**config.mk**
```make
export PLATFORM = sky130hd
export DESIGN_NAME = rv_word_ram
export DESIGN_NICKNAME = d
export VERILOG_FILES = /design/src/rv_pkg.sv /design/src/rv_word_ram.sv
export VERILOG_INCLUDE_DIRS = /design/src
export SDC_FILE = /design/constraint.sdc
export NUM_CORES = 2
export LEC_CHECK = 0
export BUFFER_PORTS_ARGS = -buffer_cell sky130_fd_sc_hd__buf_2
export CAP_MARGIN = 20
export CELL_PAD_IN_SITES_DETAIL_PLACEMENT = 1
export CELL_PAD_IN_SITES_GLOBAL_PLACEMENT = 1
export CORE_UTILIZATION = 45
export DETAILED_ROUTE_END_ITERATION = 8
export PLACE_DENSITY = 0.71
export SLEW_MARGIN = 10
export SYNTH_ARGS = -nofsm -noshare
export SYNTH_HDL_FRONTEND = slang
export SYNTH_SLANG_ARGS = --single-unit
```
**constraint.sdc**
```tcl
create_clock -name CLK -period 3.8 [get_ports CLK]
set_input_delay 0.38 -clock CLK [delete_from_list [all_inputs] [get_ports CLK]]
set_output_delay 0.38 -clock CLK [all_outputs]
set_load 0.005 [all_outputs]
```
**src/rv_defs.svh**
```systemverilog
`ifndef RV_DEFS_SVH
`define RV_DEFS_SVH

// Data and instruction width
`define RV_XLEN 32

// Instruction memory word address width, 256 words
`define RV_IMEM_AW 8

// Data memory word address width, 64 words
`define RV_DMEM_AW 6

`endif

```
**src/rv_pkg.sv**
```systemverilog
`include "rv_defs.svh"

package rv_pkg;

    typedef logic [`RV_XLEN-1:0] word_t;    // Register and memory data

    typedef logic [4:0] reg_idx_t;          // x0 .. x31

    // R-format field layout, also used to reach I and S fields
    typedef struct packed {
        logic [6:0] funct7;
        reg_idx_t   rs2;
        reg_idx_t   rs1;
        logic [2:0] funct3;
        reg_idx_t   rd;
        logic [6:0] opcode;
    } inst_t;

    typedef enum logic [3:0] {
        ALU_ADD,
        ALU_SUB,
        ALU_SLL,
        ALU_SLT,
        ALU_SLTU,
        ALU_XOR,
        ALU_SRL,
        ALU_SRA,
        ALU_OR,
        ALU_AND
    } alu_op_e;

    localparam logic [6:0] OPC_OP     = 7'b0110011;  // Register-register ALU
    localparam logic [6:0] OPC_OP_IMM = 7'b0010011;  // Register-immediate ALU
    localparam logic [6:0] OPC_LOAD   = 7'b0000011;
    localparam logic [6:0] OPC_STORE  = 7'b0100011;

endpackage

```
**src/rv_word_ram.sv**
```systemverilog
module rv_word_ram #(
    parameter int  AW        = 6,
    parameter type payload_t = rv_pkg::word_t
) (
    input  logic          CLK,
    input  logic          we,
    input  logic [AW-1:0] waddr,
    input  payload_t      wdata,
    input  logic [AW-1:0] raddr,
    output payload_t      rdata
);

    localparam int DEPTH = 2 ** AW;

    payload_t mem [DEPTH];      // Contents undefined until written

    // Write side, one word per edge
    always_ff @(posedge CLK) begin
        if (we) begin
            mem[waddr] <= wdata;
        end
    end

    // Read side is combinational so fetch and load complete in-cycle
    assign rdata = mem[raddr];

endmodule

```
======== Yosys cells after proc, flatten, opt, wreduce, memory -nomap -nowiden ========
Memory sizes are Yosys's and may differ from the RTL's.
Cells that the tools add are included.
word-level totals
  register bits after elaboration ......... 0
  latch bits .............................. 0
  memory bits (writable) .................. 2048
  ROM bits ................................ 0
  input bits .............................. 46
  output and inout port bits .............. 32
  word-level logic and storage cells ...... 3
  memories kept ........................... 1
operators by class
  add/subtract/negate cells ............... 0
  $mul .................................... 0
  div/mod/pow operators ................... 0
  $lt $le $gt $ge ......................... 0
  eq/ne operators ......................... 0
  shift-type cells ........................ 0
  mux-type cells .......................... 2
  bitwise gates (word level) .............. 0
  reductions and logical operators ........ 0
memory list
  name  depth  bits a word  read ports  clocked after Yosys merged registers in  wr ports  line               text
  mem   64     32           1           0                                        1         rv_word_ram.sv:15  payload_t mem [DEPTH];
operator list
  operator  number
  $mux W1   2

======== Depth between registers and ports, before layout ========
  depth in word-level cells ............... 2
  depth in mapped cells ................... 10
  gate-level depth less buffers ........... 5

======== Worst setup path before layout ========
OpenSTA, ideal clock, no wires.
  path kind ............................... input -> register
  start point ............................. input port waddr[3]
  end point ............................... memory mem[48][0] (netlist name), enable pin
  library setup time ...................... 0.461 ns
  arrival ................................. 3.079 ns
  data required time ...................... 3.339 ns
  slack ................................... 0.260 ns
  stages on the path ...................... 4
  buffers on the path ..................... 1
  path through ............................ clkbuf_1 -> nor2b_1 -> nand4b_1 -> nor3_1
RTL lines
  item                line               text
  start: declaration  rv_word_ram.sv:7   input logic [AW-1:0] waddr,
  end: declaration    rv_word_ram.sv:15
No word-level cell before the write port.

==> results.toml <==
[yosys]
ys_warn_count = 0
synth-edff-count = 2048
synth_top_area_share_pct = 79.0
synthTopCellsByArea = "edfxtp_1 (79%), mux4_2 (16%), mux2i_1 (1.2%)"
synthesis.instances = 3292
synth_top_area_cell = "edfxtp_1"
syn_area_mm2 = 0.0779
avgSynthCellArea_um2 = 23.7
yosysMostFrequentCell = "edfxtp_1"
synthTopCellsByCount = "edfxtp_1 (2,048), mux4_2 (544), nor2_1 (137), mux2i_1 (93), o22ai_1 (84)"
seq_area_frac_synth_pct = 79.0
synthArstFlopShare_pct = 0
synth_nets = 3338
synth-seq-cells = 2048
synth_cell_types = 33
synthFlopType = "edfxtp_1"

[sta]
setup_violations = 0
final.setup.tns_ns = 0
finalHoldViolations = 0
slew_violations = 0
tightest_slew_ns = 1.15
min_period_ns = 3.70
rsz0062_at_grt = "false"
fmax_ghz = 0.270
maxSlewHeadroom_pct = 23.5
post-route-period-util_pct = 97.4

[critical_path]
crit_type = "input pin to output port"
cp-start-kind = "input pin"
critPathRequiredTime_ns = 3.42
critPathArrivalTime_ns = 3.32
crit_path_end_kind = "output port"
crit_path_max_fanout = 20

[placement]
gp_congestion = 0.789
numPortBuffers = 77
dpl.hpwl_um = 123000
placed_area_mm2 = 0.0832

[final_layout]
fin_nets = 3733
drive_gt1_share_pct = 32.4
multiInputGateArea_mm2 = 0.0160
fin_area_mm2 = 0.0902
max_flop_register = "mem"
reg.largest.list = "mem: 2048 flops"
syn_to_final_growth_pct = 15.9
fill_cells = 14800
largest_register_ffs = 2048
register_area_mm2 = 0.0615

[grt]
top_usage_layer = "met2"
grt_max_degree = 65
grt_pass1_wl_um = 298000
grtUsageMet3_pct = 4.32
met1_usage_pct = 32.2
grt_overflow = 0
antenna_found_initial = 16
grt_usage_pct = 24.4
met2_usage_pct = 41.1
grt_pass1_vias = 39800

[outcome]
status = "completed"

[job]
maxCapViolCount = 0

[hold_path]
hp-class = "input pin to flop"

[routing]
dr.pass1.iters = 5
ant_nets = 0
wire_per_inst_um = 34.5
drt-vias-per-instance = 6.17
drc_errors = 0
drtIter0Drc = 4709
routed_wl_um = 213000
via_count = 38000

[power_and_ir_drop]
leakagePower_nw = 28.3
peakVddDrop_mv = 0.378
p_per_area_mw_per_mm2 = 519

[clock_network]
clkSinkCount = 2048
clockRootBuffer = "clkbuf_16"
cts_made_buffers = 199
cts.reportedPaths.clkPinSlew_ns = 0.06
htree_num_levels = 4
post_cts_buffers = 0
cts_tree = "done"
clock_path_buffers = 3

[die]
die_w_um = 418
core-area_mm2 = 0.172
initial_utilization_pct = 45.3
die_area_mm2 = 0.175
rows = 152
die_y_um = 418
io_pins = 78
==> cell families after synthesis <==
family                 count (synthesis)  share of synthesized area, %
DFF                                 2048                          79.0
AOI/OAI and AO/OA                    202                          1.69
buffers and inverters                182                          1.14
muxes                                637                          16.9
and+or+nand+nor                      223                          1.28
==> worst max-delay path: stages <==
cell and delay, ns:
buf_8 0.27, buf_12 0.23, buf_4 0.41, mux4_2 0.55, o221ai_1 0.23, a21oi_1 0.11
a21oi_1 0.57, buf_4 0.22, nor2_1 0.11, buf_2 0.17
==> where the power goes <==
part	internal, mW	leakage [nW]	switching [mW]
combinational	0.997	6.74	1.50
clock	10.8	3.09	8.57
sequential	25.0	18.4	0.0386
==> per-stage QoR <==
step | instances | hold WS [ns] | util (%) | worst slack [ns] | total power [mW]
4_1_cts | 6110 | 0.101 | 52.1 | 0.0413 | 47.1
3_3_place_gp | 5749 | 0.898 | 48.4 | 0.128 | 27.9
6_report | 6161 | 0.0309 | 52.5 | 0.100 | 46.9
2_1_floorplan | 3292 | 0.479 | - | 0.260 | 26.8
3_5_place_dp | 5749 | 0.928 | 48.4 | 0.0812 | 28.0
5_1_grt | 6159 | 0.0200 | 52.5 | 0.0333 | 47.9
==> cells in the final DEF, fill, tap and decap left out, drive strengths merged <==
master / n
a31oi: 1
or3b: 5
nor2: 137
a311oi: 8
a21oi: 62
nand2: 26
or2: 3
a41o: 4
diode: 5
clkinv: 91
nor2b: 15
a22oi: 12
nand3b: 5
nand3: 5
and3: 4
clkbuf: 241
o32ai: 4
nor3: 7
dlygate4sd3: 23
mux4: 544
nand2b: 8
buf: 353
nand4: 2
clkinvlp: 5
edfxtp: 2048
bufinv: 15
inv: 8
nand4b: 1
mux2i: 93
o22ai: 84
and2: 2
o221ai: 27
or3: 3
==> layout make-up <==
type | instances | area share, %
Tap cell | 2310 | 3.20
Multi-Input combinational cell | 1062 | 17.7
Timing Repair Buffer | 376 | 3.91
Sequential cell | 2048 | 68.2
Clock buffer | 241 | 5.74
Clock inverter | 119 | 1.27
Antenna cell | 5 | 0.0139
==> worst paths after layout <==
check,from,endpoint,slack [ns],cells past startpoint
setup / recovery,raddr[0],rdata[5],0.10,10
hold / removal,wdata[5],mem[1][5]$_DFFE_PP_,0.03,1
==> timing repair <==
item,4_1_cts,5_1_grt
setup endpoints to repair,2,0
endpoints found under the hold margin,7,328
gates resized for setup,2,0
hold buffers,1,22
==> routing by layer <==
metal	up-vias	routed length, um
met2	1889	107000
met1	20700	82400
met3	396	16200
met4	12	7340
met5	-	75
li1	15000	-
(Power assumes the default switching activity.)
