$ cat src/rv_defs.svh
`ifndef RV_DEFS_SVH
`define RV_DEFS_SVH

// Data and instruction width
`define RV_XLEN 32

// Instruction memory word address width, 256 words
`define RV_IMEM_AW 8

// Data memory word address width, 64 words
`define RV_DMEM_AW 6

`endif

$ cat src/rv_pkg.sv
`include "rv_defs.svh"

package rv_pkg;

    typedef logic [`RV_XLEN-1:0] word_t;    // Register and memory data

    typedef logic [4:0] reg_idx_t;          // x0 .. x31

    // R-format field layout, also used to reach I and S fields
    typedef struct packed {
        logic [6:0] funct7;
        reg_idx_t   rs2;
        reg_idx_t   rs1;
        logic [2:0] funct3;
        reg_idx_t   rd;
        logic [6:0] opcode;
    } inst_t;

    typedef enum logic [3:0] {
        ALU_ADD,
        ALU_SUB,
        ALU_SLL,
        ALU_SLT,
        ALU_SLTU,
        ALU_XOR,
        ALU_SRL,
        ALU_SRA,
        ALU_OR,
        ALU_AND
    } alu_op_e;

    localparam logic [6:0] OPC_OP     = 7'b0110011;  // Register-register ALU
    localparam logic [6:0] OPC_OP_IMM = 7'b0010011;  // Register-immediate ALU
    localparam logic [6:0] OPC_LOAD   = 7'b0000011;
    localparam logic [6:0] OPC_STORE  = 7'b0100011;

endpackage

$ cat src/rv_decoder.sv
module rv_decoder (
    input  rv_pkg::inst_t    inst,
    output rv_pkg::reg_idx_t rs1,
    output rv_pkg::reg_idx_t rs2,
    output rv_pkg::reg_idx_t rd,
    output rv_pkg::alu_op_e  alu_op,
    output rv_pkg::word_t    imm,
    output logic             use_imm,
    output logic             reg_we,
    output logic             is_load,
    output logic             is_store
);

    import rv_pkg::*;

    word_t imm_i;
    word_t imm_s;
    logic  rd_nz;

    // Maps funct3 to an ALU operation.
    // Instruction bit 30 picks sub only for register forms and sra for both
    function automatic alu_op_e funct_to_op(
        input logic [2:0] f3,
        input logic       alt,
        input logic       is_reg
    );
        alu_op_e op;
        case (f3)
            3'b000:  op = (alt && is_reg) ? ALU_SUB : ALU_ADD;
            3'b001:  op = ALU_SLL;
            3'b010:  op = ALU_SLT;
            3'b011:  op = ALU_SLTU;
            3'b100:  op = ALU_XOR;
            3'b101:  op = alt ? ALU_SRA : ALU_SRL;
            3'b110:  op = ALU_OR;
            default: op = ALU_AND;
        endcase
        return op;
    endfunction

    // Register fields sit in fixed positions for every format
    assign rs1 = inst.rs1;
    assign rs2 = inst.rs2;
    assign rd  = inst.rd;

    // Sign-extended 12-bit immediates
    assign imm_i = word_t'($signed({inst.funct7, inst.rs2}));  // Bits 31:20
    assign imm_s = word_t'($signed({inst.funct7, inst.rd}));   // Bits 31:25, 11:7

    assign rd_nz = (inst.rd != '0);

    always_comb begin
        alu_op   = ALU_ADD;     // Also the address add for loads and stores
        imm      = imm_i;
        use_imm  = 1'b0;
        reg_we   = 1'b0;
        is_load  = 1'b0;
        is_store = 1'b0;

        case (inst.opcode)
            OPC_OP: begin
                alu_op = funct_to_op(inst.funct3, inst.funct7[5], 1'b1);
                reg_we = rd_nz;
            end
            OPC_OP_IMM: begin
                alu_op  = funct_to_op(inst.funct3, inst.funct7[5], 1'b0);
                use_imm = 1'b1;
                reg_we  = rd_nz;
            end
            OPC_LOAD: begin
                use_imm = 1'b1;
                reg_we  = rd_nz;
                is_load = 1'b1;
            end
            OPC_STORE: begin
                imm      = imm_s;
                use_imm  = 1'b1;
                is_store = 1'b1;
            end
            default: ;          // Unsupported opcode retires as a no-op
        endcase
    end

endmodule

$ cat config.mk
export PLATFORM = sky130hd
export DESIGN_NAME = rv_decoder
export DESIGN_NICKNAME = d
export VERILOG_FILES = /design/src/rv_pkg.sv /design/src/rv_decoder.sv
export VERILOG_INCLUDE_DIRS = /design/src
export SDC_FILE = /design/constraint.sdc
export NUM_CORES = 1
export LEC_CHECK = 0
export BUFFER_PORTS_ARGS = -buffer_cell sky130_fd_sc_hd__buf_2
export CAP_MARGIN = 40
export CORE_MARGIN = 4
export CORE_UTILIZATION = 32
export DETAILED_ROUTE_END_ITERATION = 8
export PLACE_DENSITY = 0.95
export SLEW_MARGIN = 20
export SYNTH_ARGS = -nofsm -noshare
export SYNTH_HDL_FRONTEND = slang
export SYNTH_SLANG_ARGS = --single-unit
$ cat constraint.sdc
create_clock -name vclk -period 3
set_clock_uncertainty 0.15 [all_clocks]
set_input_delay 0.6 -clock vclk [all_inputs]
set_output_delay 0.6 -clock vclk [all_outputs]
set_load 0.05 [all_outputs]
# Yosys cells after proc, flatten, opt, wreduce, memory -nomap -nowiden
# Cells that the tools add are included.
[op_classes] n_eq_ne=10 mux=10 n_reduce_logical=4
[ops] op="$pmux W4 S7" n=2
[ops] op="$eq A7 B6 Y1 const B" n=2
[ops] op="$eq A3 B3 Y1 const B" n=3
[ops] op="$pmux W4 S2" n=1
[ops] op="$eq A7 B2 Y1 const B" n=1
[ops] op="$eq A7 B5 Y1 const B" n=1
[ops] op="$eq A3 B2 Y1 const B" n=2
[ops] op="$mux W1" n=6
[ops] op="$reduce_or A3 Y1" n=2
[ops] op="$mux W5" n=1
[ops] op="$reduce_bool A5 Y1" n=1
[ops] op="$eq A3 B1 Y1 const B" n=1
[ops] op="$logic_not A3 Y1" n=1
[word_totals] reg_bits=0 inputBits=32 out_inout_bits=55

# Longest topological paths before layout
[logic_depth] depth_word=3 ltp_mapped=4

# Worst setup path before layout
# No wires, ideal clock.
[synth_timing] kind="input to output" startpoint="input inst[2] (netlist name)" endpoint="output is_load" t_arrival_ns=2.174 t_required_ns=2.250 setup_slack_ns=0.076 stages=3 n_path_buf=0 path_cell_list="and4bb_1 > or2b_1 > nor3_1"
[synth_via] elab_chain_cells=2
[synth_lines] element="start, declared" line="rv_decoder.sv:2" source="input rv_pkg::inst_t inst,"
[synth_lines] element="$eq A7 B2 Y1" line="rv_decoder.sv:60" source="case (inst.opcode)"
[synth_lines] element="$mux W1" line="rv_decoder.sv:60"
[synth_lines] element="end, declared" line="rv_decoder.sv:10" source="output logic is_load,"
# Every way passes these cells.

# Worst setup path after layout
[layout_timing] startpoint="input inst[2] (netlist name)" endpoint="output imm[4]"
[layout_via] elab_chain_cells=2
[layout_lines] element="$eq A7 B6 Y1" line="rv_decoder.sv:60"
[layout_lines] element="$mux W5" line="rv_decoder.sv:60"
[layout_lines] element="end, declared" line="rv_decoder.sv:7" source="output rv_pkg::word_t imm,"
# Every way passes these cells.

==> metrics <==
status=complete, no violations; hold crit path type=in -> out; Core Box Area=1560 um2; post-cts gate resize count=0; worst slew pin tran=0.338 ns; Vias=404; GRT Resource Usage Total=under 10%; drt first pass iters=3; num ports=87; post-CTS setup buffer count=0; min Tclk post-route=approximately 2.9 ns; DP Worst Slack=0.0743 ns; part of the power in registers=0%; pin count of the biggest net entering global routing=22; DRC errors left=0; die area=2440 um2; switching fraction of total power=roughly 70%; PnR worst setup slack=roughly 0.07 ns; yosys warns=0; Post-Syn Area per Cell=roughly 7.5 um2; Setup crit end kind=output port; CP delay by family, top=simple AND/OR/NAND/NOR gates; hold_buf cts=0; row count=14; Startpoint Class=input port; Seq cells=0; syn_nets=between 100 and 150; Logic pwr share=100.0%; register area=0 um2; Max-slew headroom=just under 80%; first-pass GRT wire length=~1.8 mm; clock power share=0%; Die Y=49.4 um; Crit Path Max Fanout=6; setup TNS=0 ns; RSZ-0062 raised after global routing=false; share of layout cells above drive strength 1=66.7%; Seq/Total Area, Yosys=0%; die width=slightly below 50 um; # diodes=0; final setup fails=0; P_leak=approximately 0.3 nW; Initial Util=a little over a third; Yosys cell types=18; Final Max Slew Viols=0; Cells after Synth=73; Crit path top cell by count=buf_2; power density cells=194 nW/um2; final hold violations=0; Post-Syn Area=548 um2; post-route ant nets=0; Int Power=27.3 uW; Final Instance Count excl. Fillers=91; peak supply drop=0.116 mV; port bufs=between 40 and 50; total grt overflow=0; vias in the first global route=between 400 and 500; Critical-path top delay cell=or4b_1; mean routed wirelength per cell=13.6 um; Sw Pwr=roughly 63 uW; final worst path period share=97.7%; dpl hpwl=between 1 and 1.5 mm; routability congestion estimate=0.842; fmax=around 340 MHz; final wirelength=1.24 mm; crit-path cells=buf_2, and4bb_1, or4b_1, mux2_4, buf_2; via/cell ratio=~4.4; Crit Path Class=in -> out; Nets=109; Max Cap Violations=0; DRT iter0 DRCs=3; CP peak stage delay=0.64 ns; WP buf/inv=2; placed cells=a little over 90; Util after Layout=29.9%; Layout area overhead=-14.8%; worst endpoint data arrival time=about 2.2 ns; initial antenna violation count=0; clkbuf count=0; worst path required time=between 2 and 2.5 ns
-- power by group through the flow --
stage                     clock network [mW]  logic [mW]  registers (mW)
after global placement                     0      0.0891               0
after CTS                                  0      0.0908               0
after global routing                       0      0.0951               0
after floorplan                            0       0.181               0
after detailed placement                   0      0.0906               0
final                                      0      0.0906               0
-- worst paths after layout --
kind | startpoint | endpoint | depth (start not counted)
worst max-delay path | inst[2] | imm[4] | 5
worst min-delay path | inst[25] | imm[5] | 0
-- cell usage in the layout, fill, tap and decap left out, drive strengths merged --
cell type and n:
a21oi 3, nand3b 2, or4 1, nor3b 1, and4bb 1, or4b 1, or2b 1, o22ai 1
a21o 1, mux2 5, nor3 2, nand2 2, buf 45, inv 3, o21ai 1, nor2 4
a311oi 1
-- layout make-up --
type	instances	area [um2]
well taps	16	20.0
multi-input cells	27	210
inverters	3	11.3
repair buffers	45	225
fillers	178	1090
-- stage by stage --
step / total power, mW / instance area [um2] / hold slack, ns
after floorplan: 0.181 / 548 / 1.22
after global placement: 0.0891 / 467 / 1.05
after detailed placement: 0.0906 / 467 / 1.05
after CTS: 0.0908 / 467 / 1.05
after global routing: 0.0951 / 467 / 1.05
final: 0.0906 / 467 / 1.05
-- cells in the mapped netlist, types with 2 or more instances --
cell type | instances | share of area, %
buf_4 | 42 | 58
nand2_1 | 2 | 1.4
nand3b_1 | 2 | 2.7
nor2_1 | 4 | 2.7
mux2_4 | 5 | 14
a21oi_1 | 3 | 2.7
inv_1 | 3 | 2.1
nor3_1 | 2 | 1.8
-- layer usage --
metal  vias up  GRT usage [%]  part of all wire, %
li1        205              -                    -
met1       186           8.51                   33
met2        13           19.0                   61
met3         0           2.45                  6.1
met4         0           1.38                    0
met5         -              0                    0
-- logic make-up after synthesis --
| kind of cell | after synthesis | share of synthesized area, % |
|---|---|---|
| AOI/OAI and AO/OA | 7 | 7.76 |
| buffers and inverters | 46 | 61.6 |
| muxes | 5 | 13.7 |
| and+or+nand+nor | 15 | 16.9 |
(Power assumes the default switching activity.)
