$ cat src/rv_defs.svh
`ifndef RV_DEFS_SVH
`define RV_DEFS_SVH

// Data and instruction width
`define RV_XLEN 32

// Instruction memory word address width, 256 words
`define RV_IMEM_AW 8

// Data memory word address width, 64 words
`define RV_DMEM_AW 6

`endif

$ cat src/rv_pkg.sv
`include "rv_defs.svh"

package rv_pkg;

    typedef logic [`RV_XLEN-1:0] word_t;    // Register and memory data

    typedef logic [4:0] reg_idx_t;          // x0 .. x31

    // R-format field layout, also used to reach I and S fields
    typedef struct packed {
        logic [6:0] funct7;
        reg_idx_t   rs2;
        reg_idx_t   rs1;
        logic [2:0] funct3;
        reg_idx_t   rd;
        logic [6:0] opcode;
    } inst_t;

    typedef enum logic [3:0] {
        ALU_ADD,
        ALU_SUB,
        ALU_SLL,
        ALU_SLT,
        ALU_SLTU,
        ALU_XOR,
        ALU_SRL,
        ALU_SRA,
        ALU_OR,
        ALU_AND
    } alu_op_e;

    localparam logic [6:0] OPC_OP     = 7'b0110011;  // Register-register ALU
    localparam logic [6:0] OPC_OP_IMM = 7'b0010011;  // Register-immediate ALU
    localparam logic [6:0] OPC_LOAD   = 7'b0000011;
    localparam logic [6:0] OPC_STORE  = 7'b0100011;

endpackage

$ cat src/rv_alu.sv
module rv_alu (
    input  rv_pkg::alu_op_e op,
    input  rv_pkg::word_t   a,
    input  rv_pkg::word_t   b,
    output rv_pkg::word_t   y
);

    import rv_pkg::*;

    logic [4:0] shamt;
    logic       lt_signed;
    logic       lt_unsigned;

    assign shamt       = b[4:0];                    // Only low 5 bits shift
    assign lt_signed   = ($signed(a) < $signed(b));
    assign lt_unsigned = (a < b);

    always_comb begin
        case (op)
            ALU_ADD:  y = a + b;
            ALU_SUB:  y = a - b;
            ALU_SLL:  y = a << shamt;
            ALU_SLT:  y = word_t'(lt_signed);
            ALU_SLTU: y = word_t'(lt_unsigned);
            ALU_XOR:  y = a ^ b;
            ALU_SRL:  y = a >> shamt;
            ALU_SRA:  y = word_t'($signed(a) >>> shamt);  // Fills with sign bit
            ALU_OR:   y = a | b;
            ALU_AND:  y = a & b;
            default:  y = '0;
        endcase
    end

endmodule

$ cat config.mk
export PLATFORM = sky130hd
export DESIGN_NAME = rv_alu
export DESIGN_NICKNAME = d
export VERILOG_FILES = /design/src/rv_pkg.sv /design/src/rv_alu.sv
export VERILOG_INCLUDE_DIRS = /design/src
export SDC_FILE = /design/constraint.sdc
export NUM_CORES = 1
export LEC_CHECK = 0
export BUFFER_PORTS_ARGS = -buffer_cell sky130_fd_sc_hd__clkbuf_2
export CORE_ASPECT_RATIO = 1.1
export CORE_MARGIN = 10
export CORE_UTILIZATION = 35
export DETAILED_ROUTE_END_ITERATION = 6
export PLACE_DENSITY = 0.6
export SLEW_MARGIN = 20
export SYNTH_ARGS = -nofsm -noshare
export SYNTH_HDL_FRONTEND = slang
export SYNTH_SLANG_ARGS = --single-unit
$ cat constraint.sdc
create_clock -name vclk -period 5.6
set_input_delay 1.12 -clock vclk [all_inputs]
set_output_delay 1.12 -clock vclk [all_outputs]
set_load 0.005 [all_outputs]
-- After elaboration in Yosys (flattened, before gate mapping)
Index checks and enable logic that the tools add are counted.
- register bits after elaboration: 0
- reduce and logical (&&, ||, !) cells: 1
- shifts and indexed selects: 3
- $lt $le $gt $ge: 2
- bitwise logic cells: 3
- mux-type cells: 1
- add/sub/neg operators: 2
- eq/ne operators: 9
- operators by type and width (kind ; number):
    $pmux 32 s10 ; 1
    $lt 32x32->1 ; 2
    $add 32x32->32 ; 1
    $and 32x32->32 ; 1
    $or 32x32->32 ; 1
    $shl 32x5->32 ; 1
    $shr 32x5->32 ; 1
    $sshr 32x5->32 ; 1
    $sub 32x32->32 ; 1
    $xor 32x32->32 ; 1
    $eq 4x3->1 const B ; 4
    $eq 4x2->1 const B ; 2
    $eq 4x4->1 const B ; 2
    $eq 4x1->1 const B ; 1
    $logic_not 4->1 ; 1

-- Logic depth before layout (Yosys ltp)
Gate-level depths: netlist (run 1).
- depth in word-level cells: 2
- mapped depth: 17

-- Worst setup path before layout (run 1)
No wires, ideal clock.
- path type: input to output
- start: input port b[2]
- end: output port y[26]
- setup slack: -189 ps
- stages on the path: 17
- arrival: 4669 ps
- path through: inv_1 > buf_2 > buf_2 > buf_1 > buf_2 > ha_1 > buf_4 > o21bai_2 > a2111oi_4 > o41ai_4 > o41ai_2 > nor4_1 > nor3b_1 > o41a_1 > a311oi_2 > nor3_1 > a211o_1
- cells in the longest elaborated chain, start to end: 2
- elaborated cells between the ends (all ways): 6
- ends and longest elaborated chain (what ; line ; text):
    start: declaration ; rv_alu.sv:4 ; input rv_pkg::word_t b,
    $sub 32x32->32 (tied with other cells) ; rv_alu.sv:21 ; ALU_SUB: y = a - b;
    $pmux 32 s10 * ; rv_alu.sv:19 ; case (op)
    end: declaration ; rv_alu.sv:5 ; output rv_pkg::word_t y
Every way passes the cells marked *; elsewhere a longest branch is shown, timed or not.

-- Worst setup path after layout (run 1)
- start: input port a[1]
- end: output port y[27]
- cells in the longest elaborated chain, start to end: 2
- elaborated cells between the ends (all ways): 6
- ends and longest elaborated chain (what ; line ; text):
    start: declaration ; rv_alu.sv:3 ; input rv_pkg::word_t a,
    $sub 32x32->32 (tied with other cells) ; rv_alu.sv:21 ;
    $pmux 32 s10 * ; rv_alu.sv:19 ;
Marks and branches as above.

==> reports/results.txt, run 1 <==
Internal power comes to 0.0003481 W. The analysis attributes to cell leakage a power of 4.193 nW. The met2 routing resource usage after global routing was 0.4240; the maximum cell stage delay along the critical path was 440 ps. The floorplan has 58 rows. The run gives 0.3539 as the effective utilization at floorplan. The total wire length is 41.19 mm.

In this design, the critical path's most frequently occurring cell is sky130_fd_sc_hd__clkbuf_2. Of all nets on the critical path, the largest fanout is 6. At the end of routability-driven placement, the weighted congestion stood at 1.019. The clock power share is 0, and the detailed-route wire length per cell is 24.89 um. The via count of the first global-routing pass was 9,721; the worst relative slew slack was 0.4875. The number of vias in the routed layout was 10.37k; the register share of total power was 0. The tools report the total core area as 22,790 sq um. The critical path runs through a total of 14 cells. The run gives 8064 sq um as the post-synthesis instance area. The tools report the met1 capacity usage during global routing as 0.3633.

The library cells used most frequently in the layout, excluding fill and tap cells, are sky130_fd_sc_hd__nor2_1, sky130_fd_sc_hd__o21ai_0, sky130_fd_sc_hd__a21oi_1, sky130_fd_sc_hd__nand2_1, sky130_fd_sc_hd__clkbuf_2. The fraction of synthesized cell area in xor and xnor cells was 0.02064; the count of placed standard cells in the final layout, fillers left out was 1,655. The post-cts resize count came out at 0. There are 0 flip-flops and latches. In the final layout, the multi-input gates occupy 7347 sq um. Net switching share of the total power: 0.6370. The number of nets in the finished design is 1,526, and the mux share of post-synthesis cell area is 0.09635. The power dissipated by switching net loads came out at 0.0006107 W.

met2 is the most crowded layer. The met3 track utilization from global routing is 0.03078. STA puts the critical path data arrival time at 4340 ps. The run gives 0.0009588 W as the total power draw.

The antenna diode instance count came out at 0. The final critical delay including setup and external delays was 5465 ps; the fraction of final layout cells with drive strength greater than 1 was 0.1557. The signal on the critical path passes through clkbuf_2 > inv_1 > ha_1 > nor2_1 > o21ai_1 > a311oi_2 > nor3_2 > o41ai_2 > a31oi_1 > o221a_1 > o221ai_2 > xnor2_1 > a221o_1 > clkbuf_2. The proportion of synthesized chip area in sequential cells came out at 0. The run finished with clean final reports. Hold violation total from the final report: 0. Power spread over the standard cell area amounts to 105.2 nW/um^2. In the final timing run, aggregate negative setup slack is 0 ps. The die covers 29,520 sq um.

The main combinational cell family by area after synthesis is compound AO/OA/AOI/OAI gates. The worst setup path is launched from an input port. Number of setup violations in the final report: 0. The number of input and output port buffers inserted is 100. The synthesized-area fraction occupied by ao, oa, aoi and oai cells was 0.4003; the global-route wire length before repair was 60.35 mm. The area fraction in and, or, nand and nor cells after synthesis is 0.2298.

Global routing finished with a remaining overflow of 0. Hold is met by 2771 ps. Setup repair after global routing could not meet its margin everywhere.

The count of nets left with antenna violations once routing finished came out at 0. Along the worst hold path, the cell count comes to 5. The iteration-0 DRC count of the detailed router came out at 1,418.

The run gives 2 as the initial antenna violation count. The run gives 4480 ps as the data required time of the critical path. The number of remaining DRC errors was 0. The final worst slack came out at 135.0 ps. For this run, the number of Yosys warnings is 0.

Hold repair after CTS inserted 0 buffers. The tools report the number of pins exceeding their max-slew limit in the final report as 0. Synthesis-to-finish area growth: 12.99%. After layout, the clock buffer instance count stands at 0. The period utilization works out to 0.9759. The tools report the I/O pin count as 100. The final-layout fill cell count was 2,565; the height of the die was 179.2 um.

The number of buffers and inverters on the critical path is 3. The worst hold path belongs to the class input port to output pin. Slowest cell on the critical path: sky130_fd_sc_hd__a311oi_2. The library cell used most frequently in the layout, excluding fill and tap cells, is sky130_fd_sc_hd__nor2_1.

The run gives 1.000 as the part of the total power dissipated in combinational logic. The run gives 0 as the count of max-cap constraint violations. The gate count after technology mapping was 1,287; the largest net degree at the start of global routing was 91. From left edge to right edge, the die measures 164.7 um. Across the whole layout, storage elements account for 0 sq um.

The adder and majority cell fraction of the synthesized area came out at 0.1586. For the overall track demand over capacity in global routing, the log shows 0.2641. Among cell families on the critical path, the largest total delay comes from compound AO/OA/AOI/OAI gates. The synthesized area divided by synthesized cell count is 6.266 sq um. Counting distinct cell types in the post-synthesis netlist gives 78. Prior to clock tree synthesis, the placed netlist has a worst setup slack of 76.59 ps.

The pre-antenna-repair detailed-routing pass consisted of 6 iterations. The run gives 1,456 as the total nets after synthesis. At the pin with the least slew margin, the transition time is 760.7 ps.

The number of placed cells counting well taps is 1,655. IR analysis of the VDD net gives a maximum drop of 32.98 uV. The number of buffers inserted by post-CTS setup repair came out at 0. Using the TritonRoute via totals, the vias-per-cell ratio works out to 6.268.

The worst setup path is of the input port to output pin kind. The run gives 0.1830 GHz as the timing-limited maximum frequency. The category of the worst setup path capture point is an output pin. The run gives 33.06 mm as the half-perimeter wire length of the detailed placement result.
## cells by family after synthesis
family,count (synthesis)
AO/OA/AOI/OAI,492
AND/OR/NAND/NOR,415
adder cells (fa/ha/maj),101
multiplexers,70
buffers and inverters,190
XOR/XNOR,19
## cell type report
cell class	count	area share
inverters	90	0.03708
repair buffers	168	0.1154
multi-input cells	1097	0.8064
well taps	300	0.04120
## Yosys cell counts (all sizes together) (6+ instances only)
library cell / n / area share
a211o: 13 / 0.014
a211oi: 22 / 0.020
a21o: 24 / 0.022
a21oi: 129 / 0.080
a221o: 8 / 0.0099
a221oi: 19 / 0.021
a31oi: 22 / 0.017
buf: 41 / 0.025
clkbuf: 59 / 0.027
ha: 99 / 0.15
inv: 89 / 0.041
mux2: 11 / 0.015
mux2i: 54 / 0.067
nand2: 105 / 0.049
nand2b: 14 / 0.011
nand3: 25 / 0.016
nor2: 185 / 0.086
nor2b: 12 / 0.0093
nor3: 30 / 0.021
nor3b: 6 / 0.0056
nor4: 10 / 0.0078
o2111ai: 6 / 0.0065
o211ai: 27 / 0.025
o21ai: 136 / 0.084
o21bai: 10 / 0.0098
o221ai: 14 / 0.016
o22ai: 10 / 0.0078
xnor2: 16 / 0.017
## power groups by stage
stage          logic [W]  clock network, W  registers [W]
2_1_floorplan   0.000593                 0              0
3_3_place_gp    0.000931                 0              0
3_5_place_dp    0.000928                 0              0
4_1_cts         0.000932                 0              0
5_1_grt          0.00103                 0              0
6_report        0.000959                 0              0
## metrics by stage
stage	area [sq um]	utilization
global placement	9076	0.3983
finish	9111	0.3998
global route	9111	0.3998
floorplan	8066	-
CTS	9076	0.3983
detailed placement	9076	0.3983
## metal layers
layer  wire, um  share of wire
met5         37        0.00090
met4       1234          0.030
met3       3829          0.093
met2      18490           0.45
met1      17600           0.43
## path summary, 6_finish.rpt
kind	startpoint	endpoint	slack, ps
worst max-delay path	a[1]	y[27]	140
worst min-delay path	b[31]	y[31]	2770
Note: power is estimated with default switching activity, not from simulation.
==> run 2, diff against run 1 <==
==> constraint.sdc (replaced) <==
create_clock -name vclk -period 5.6
set_input_delay 1.12 -clock vclk [all_inputs]
set_output_delay 1.12 -clock vclk [all_outputs]
set_load 0.01 [all_outputs]
==> run 2 against run 1 <==
  * Final cell count grew 1.1%
  * Utilization up 0.71 points
  * Non-clock buffer count increased by 19
  * Combinational power up 3.5%
  * Sequential cell count did not move
  * Global-route usage is essentially flat
  * Sequential share of layout area did not move
  * Critical path type unchanged
  * Largest cell class unchanged
  * Largest power group unchanged
  * Highest routed layer unchanged
==> reports/results.txt, run 2 (same netlist as run 1, synthesis figures left out) <==
After the flow finishes, the layout carries non-filler instances totaling 1,674. For the total wire length, the log shows 41.32 mm. For the clock buffer count in the final layout, the log shows 0. The worst min-delay path class was input port to output pin.

The tools report the half-perimeter wire length of the detailed placement result as 33.30 mm. The final sum of negative setup slack was 0 ps. The die covers 29,520 sq um. The logs give 71 for the largest net degree at the start of global routing and 0.2641 for the overall track demand over capacity in global routing.

Along the worst hold path, the cell count comes to 5. The routed design uses 18.48 mm of met2 wire. The logs give 0 for the hold violation total from the final report and 22,790 sq um for the total core area. STA classifies the critical path endpoint as an output pin.

The detail route stage leaves a number of antenna-violating nets equal to 0. The number of pins exceeding their max-slew limit in the final report is 0, and the biggest fanout along the worst timing path is 4. Setup repair after global routing left no endpoint under its margin. The count of hold buffers inserted by post-cts repair is 0.

The effective utilization at floorplan was 0.3539. The worst hold path terminates at y[31]. The count of max-cap constraint violations is 0, and the final sequential cell count is 0.

The number of nets in the finished design came out at 1,545. Dividing the detail-routed via count by the number of cells gives 6.369. The run finished with clean final reports. Worst relative slew slack: 0.3753. Number of input and output port buffers inserted: 100. The startpoint identified for the worst hold timing path is b[31]. The library cell used most frequently in the layout, excluding fill and tap cells, is sky130_fd_sc_hd__nor2_1. The static power due to leakage is 4.269 nW, and the number of cell rows is 58.

The height of the die was 179.2 um; the final global-route overflow total was 0. The global-route wire length before repair came out at 60.36 mm. Peak ir drop on the vdd network: 41.86 uV.

The top cell types in the final layout, fill and taps aside, are sky130_fd_sc_hd__nor2_1, sky130_fd_sc_hd__o21ai_0, sky130_fd_sc_hd__a21oi_1, sky130_fd_sc_hd__nand2_1, sky130_fd_sc_hd__clkbuf_2. Summed over all nets, wire length on met3 after detailed routing comes to 4.346 mm. Relative to the synthesized area, the layout overhead comes to 15.00%.

Data arrives at the worst endpoint at 4380 ps. The actual slew at the worst max-slew pin is 933.6 ps, and the power per standard cell area is 107.1 nW/um^2. Setup violations remaining at the end of the flow were counted as 0. For this design the top-level I/O count stands at 100. In this run the horizontal extent of the chip is 164.7 um. The final critical delay including setup and external delays was 5500 ps; the number of placed cells counting well taps was 1,671.

STA classifies the critical path startpoint as an input port. Across the whole layout, storage elements account for 0 sq um. The detailed router used layers up to and including met5.

For the data required time of the critical path, the log shows 4480 ps. After detailed routing, the number of remaining DRC violations is 0. The run gives 1 as the initial antenna violation count. The routed layout has 10.66k vias. The iteration-0 DRC count of the detailed router came out at 1,256. At the end of routability-driven placement, the weighted congestion stood at 1.023. The first-pass iteration count of the detailed router was 6; the final-layout fill cell count was 2,571.

Critical setup path kind: input port to output pin. The detailed-route wire length per cell was 24.68 um. The detailed router put a total of 16.99 mm of wire on met1.

Period utilization: 0.9821. Via count of the first global-routing pass: 9,852. The run gives 0 as the antenna diode instance count. The timing-limited maximum frequency came out at 0.1818 GHz.

Fraction of final layout cells with drive strength greater than 1: 0.1747.
==> run 2: routing by layer <==
layer	track usage	vias up
met1	0.3513	5052
met4	0.07164	2
li1	-	4870
met2	0.4272	638
met5	0	-
met3	0.04731	99
==> run 2: cell type report <==
class	count	area, sq um	area share
inverter	90	341.6	0.03683
multi-input combinational	1097	7388	0.7967
tap	300	375.4	0.04047
timing repair buffer	187	1169	0.1260
==> run 2: worst max-delay path, stage by stage <==
cell,delay (ps)
sky130_fd_sc_hd__clkbuf_2,120
sky130_fd_sc_hd__inv_1,80
sky130_fd_sc_hd__ha_1,240
sky130_fd_sc_hd__fa_1,440
sky130_fd_sc_hd__o21bai_2,250
sky130_fd_sc_hd__a2111oi_4,140
sky130_fd_sc_hd__o41ai_4,450
sky130_fd_sc_hd__o41ai_2,140
sky130_fd_sc_hd__nor4_2,190
sky130_fd_sc_hd__nor3b_1,120
sky130_fd_sc_hd__o41a_1,350
sky130_fd_sc_hd__a311oi_2,290
sky130_fd_sc_hd__nor3_1,80
sky130_fd_sc_hd__a211o_1,240
sky130_fd_sc_hd__clkbuf_2,130
==> run 2: worst max-delay path by stage <==
stage               startpoint    end  slack, ps  cells past startpoint
detailed placement        a[0]  y[26]         20                     15
finish                    a[0]  y[26]        100                     15
global placement          b[3]  y[29]         70                     16
CTS                       a[0]  y[26]         20                     15
floorplan                 b[2]  y[31]         20                     17
global route              a[0]   y[0]        0.2                     15
==> run 2: report_power, final <==
group          internal, W  total (W)  switching [W]
Clock                    0          0              0
Combinational     0.000360   0.000993       0.000634
Sequential               0          0              0
==> run 2: through the flow <==
stage	setup slack [ps]	utilization	total power (W)	area (sq um)	hold slack (ps)
after global placement	65.25	0.4025	0.0009555	9171	2825
after CTS	20.06	0.4025	0.0009565	9171	2838
after detailed placement	20.58	0.4025	0.0009522	9171	2837
after global routing	0.2385	0.4070	0.001065	9274	2879
after floorplan	21.92	-	0.0006057	8070	2546
final	100.5	0.4070	0.0009934	9274	2837
==> run 2: what timing repair did <==
action                                  4_1_cts  5_1_grt
buffers inserted                              0        3
endpoints found under the setup margin        0        8
resized for setup                             0       16
==> run 3, diff against run 2 <==
PLACE_DENSITY = 0.53   (was 0.6)
==> run 3 against run 2 <==
  * Fmax fell by 0.44%
  * Wire length fell by 0.11%
  * Setup slack got worse by 24 ps
  * Critical endpoint is now y[27]
  * Largest cell class unchanged
==> reports/results.txt, run 3 (same netlist as run 1, synthesis figures left out) <==
Number of cell rows: 58. The cell seen most often among critical-path stages is sky130_fd_sc_hd__clkbuf_2. The flow ran to the end, and the final reports show no timing, DRC or antenna violations. The critical path is of the input port to output pin type. The startpoint of the worst hold path is b[31]. Detailed placement finished with a half-perimeter wire length of 32.94 mm. The signal on the critical path passes through clkbuf_2 > inv_1 > ha_1 > nor2_1 > o21ai_1 > a311oi_2 > nor3_2 > o41ai_2 > a31oi_1 > o221a_1 > o221ai_2 > xnor2_1 > a221o_1 > clkbuf_2. For the effective utilization at floorplan, the log shows 0.3539.

The total area inside the core boundary comes to 22,790 sq um. The top cell types in the final layout, fill and taps aside, are sky130_fd_sc_hd__nor2_1, sky130_fd_sc_hd__o21ai_0, sky130_fd_sc_hd__a21oi_1, sky130_fd_sc_hd__nand2_1, sky130_fd_sc_hd__clkbuf_2. From synthesis to final layout, the design area changed by 12.88%. The die is 179.2 um tall.

Max-cap violations in this run came to 0. For this design, the CTS-stage hold fixing added 0 buffers. Input and output buffers added on the ports amount to 100. The logs give 0 for the final global-route overflow total and 0 for the number of remaining DRC errors. The library cell used most frequently in the layout, excluding fill and tap cells, is sky130_fd_sc_hd__nor2_1.

The number of nets in the finished design was 1,525; the final worst slack was 76.46 ps. The number of instances on the worst hold path is 5. The endpoint with the worst hold slack is y[31]. The clock buffer count in the final layout is 0, and the final critical delay including setup and external delays is 5524 ps. The worst setup path is captured at an output pin. Once placement finished, the instance area stood at 9054 sq um. The largest single stage delay on the critical path is 420 ps. 100 I/O pins were placed.

The run gives 0.2632 as the overall track demand over capacity in global routing. The worst min-delay path class was input port to output pin. The horizontal die dimension works out to 164.7 um. Largest net degree at the start of global routing: 71.

The worst relative slew slack was 0.4654. Timing analysis after detailed placement gives a worst setup slack of 66.34 ps. The detailed-route wire length per cell was 24.94 um; the fraction of final layout cells with drive strength greater than 1 was 0.1551.

For the data required time of the critical path, the log shows 4480 ps. The run gives 0 sq um as the footprint of the flip-flops and latches. The total wire length was 41.27 mm; the first-pass iteration count of the detailed router was 7. After routing the design area is 9102 sq um. The ratio of routed vias to standard cells was 6.331; the period utilization was 0.9863. The timing-limited maximum frequency came out at 0.1810 GHz. The global-route wire length before repair is 60.06 mm, and the number of routed nets with antenna violations is 0.

The slowest cell on the critical path is sky130_fd_sc_hd__a311oi_2. Actual slew at the worst max-slew pin: 781.7 ps. STA classifies the critical path startpoint as an input port. There are 0 flip-flops and latches.

Along the worst path, the maximum fanout reaches 6. The detailed router finished its first iteration with 1,321 violations. The logs give 9,678 for the via count of the first global-routing pass and 2 for the initial antenna violation count.

For the number of pins exceeding their max-slew limit in the final report, the log shows 0. For this block, the via count after detailed routing is 10.48k. The logs give 0 ps for the final sum of negative setup slack and 29,520 sq um for the area enclosed by the die boundary. For the share of the core filled with cells in the final layout, the log shows 0.3995.

Setup violations remaining at the end of the flow were counted as 0. Routability-driven placement finished with a final weighted congestion of 1.033. Setup repair after global routing could not meet its margin everywhere.

Data on the critical path arrives at its endpoint at 4400 ps. The tools report the hold violation total from the final report as 0.
## run 3: cell count changes in the layout (fill, tap and decap cells not counted), moves of 2 or more
cell and delta:
sky130_fd_sc_hd__nor4_2 -2, sky130_fd_sc_hd__buf_12 +2, sky130_fd_sc_hd__ha_1 +2, sky130_fd_sc_hd__o21ai_1 +2, sky130_fd_sc_hd__buf_4 -22
## run 3: worst max-delay path, delay by kind of cell
family / cells / cell delay [ps]
compound gates: 7 / 1990
buf+inv: 3 / 470
simple gates: 2 / 320
fa+ha+maj: 1 / 320
xor+xnor: 1 / 170
## run 3: worst max path at each step
stage | depth (start not counted) | to | slack [ps] | start
2_1_floorplan | 17 | y[31] | 20 | b[2]
3_3_place_gp | 15 | y[31] | 170 | a[1]
3_5_place_dp | 15 | y[28] | 70 | a[0]
4_1_cts | 15 | y[28] | 50 | a[0]
5_1_grt | 14 | y[27] | -60 | a[1]
6_report | 14 | y[27] | 80 | a[1]
## run 3: stage by stage
stage	cells	hold WS (ps)
floorplan	1287	2546
global placement	1652	2800
detailed placement	1652	2799
CTS	1652	2801
global route	1654	2838
finish	1655	2791
## run 3: layout make-up
class | instances | area (sq um)
Multi-Input combinational cell | 1097 | 7343
Fill cell | 2585 | 13680
Antenna cell | 1 | 2.502
Tap cell | 300 | 375.4
Inverter | 90 | 337.8
Timing Repair Buffer | 167 | 1044
## run 3: timing repair
| action | CTS | global route |
|---|---|---|
| buffers inserted | 0 | 2 |
| endpoints found under the hold margin | 0 | 0 |
| resized for setup | 0 | 7 |
| setup endpoints to repair | 0 | 6 |
## run 3: per-layer routing
metal | vias to the layer above | GRT usage | wire length [um]
met5 | - | 0 | 7
met4 | 2 | 0.08752 | 1841
met3 | 111 | 0.05420 | 4316
met2 | 604 | 0.4117 | 17950
met1 | 4936 | 0.3513 | 17160
li1 | 4825 | - | -
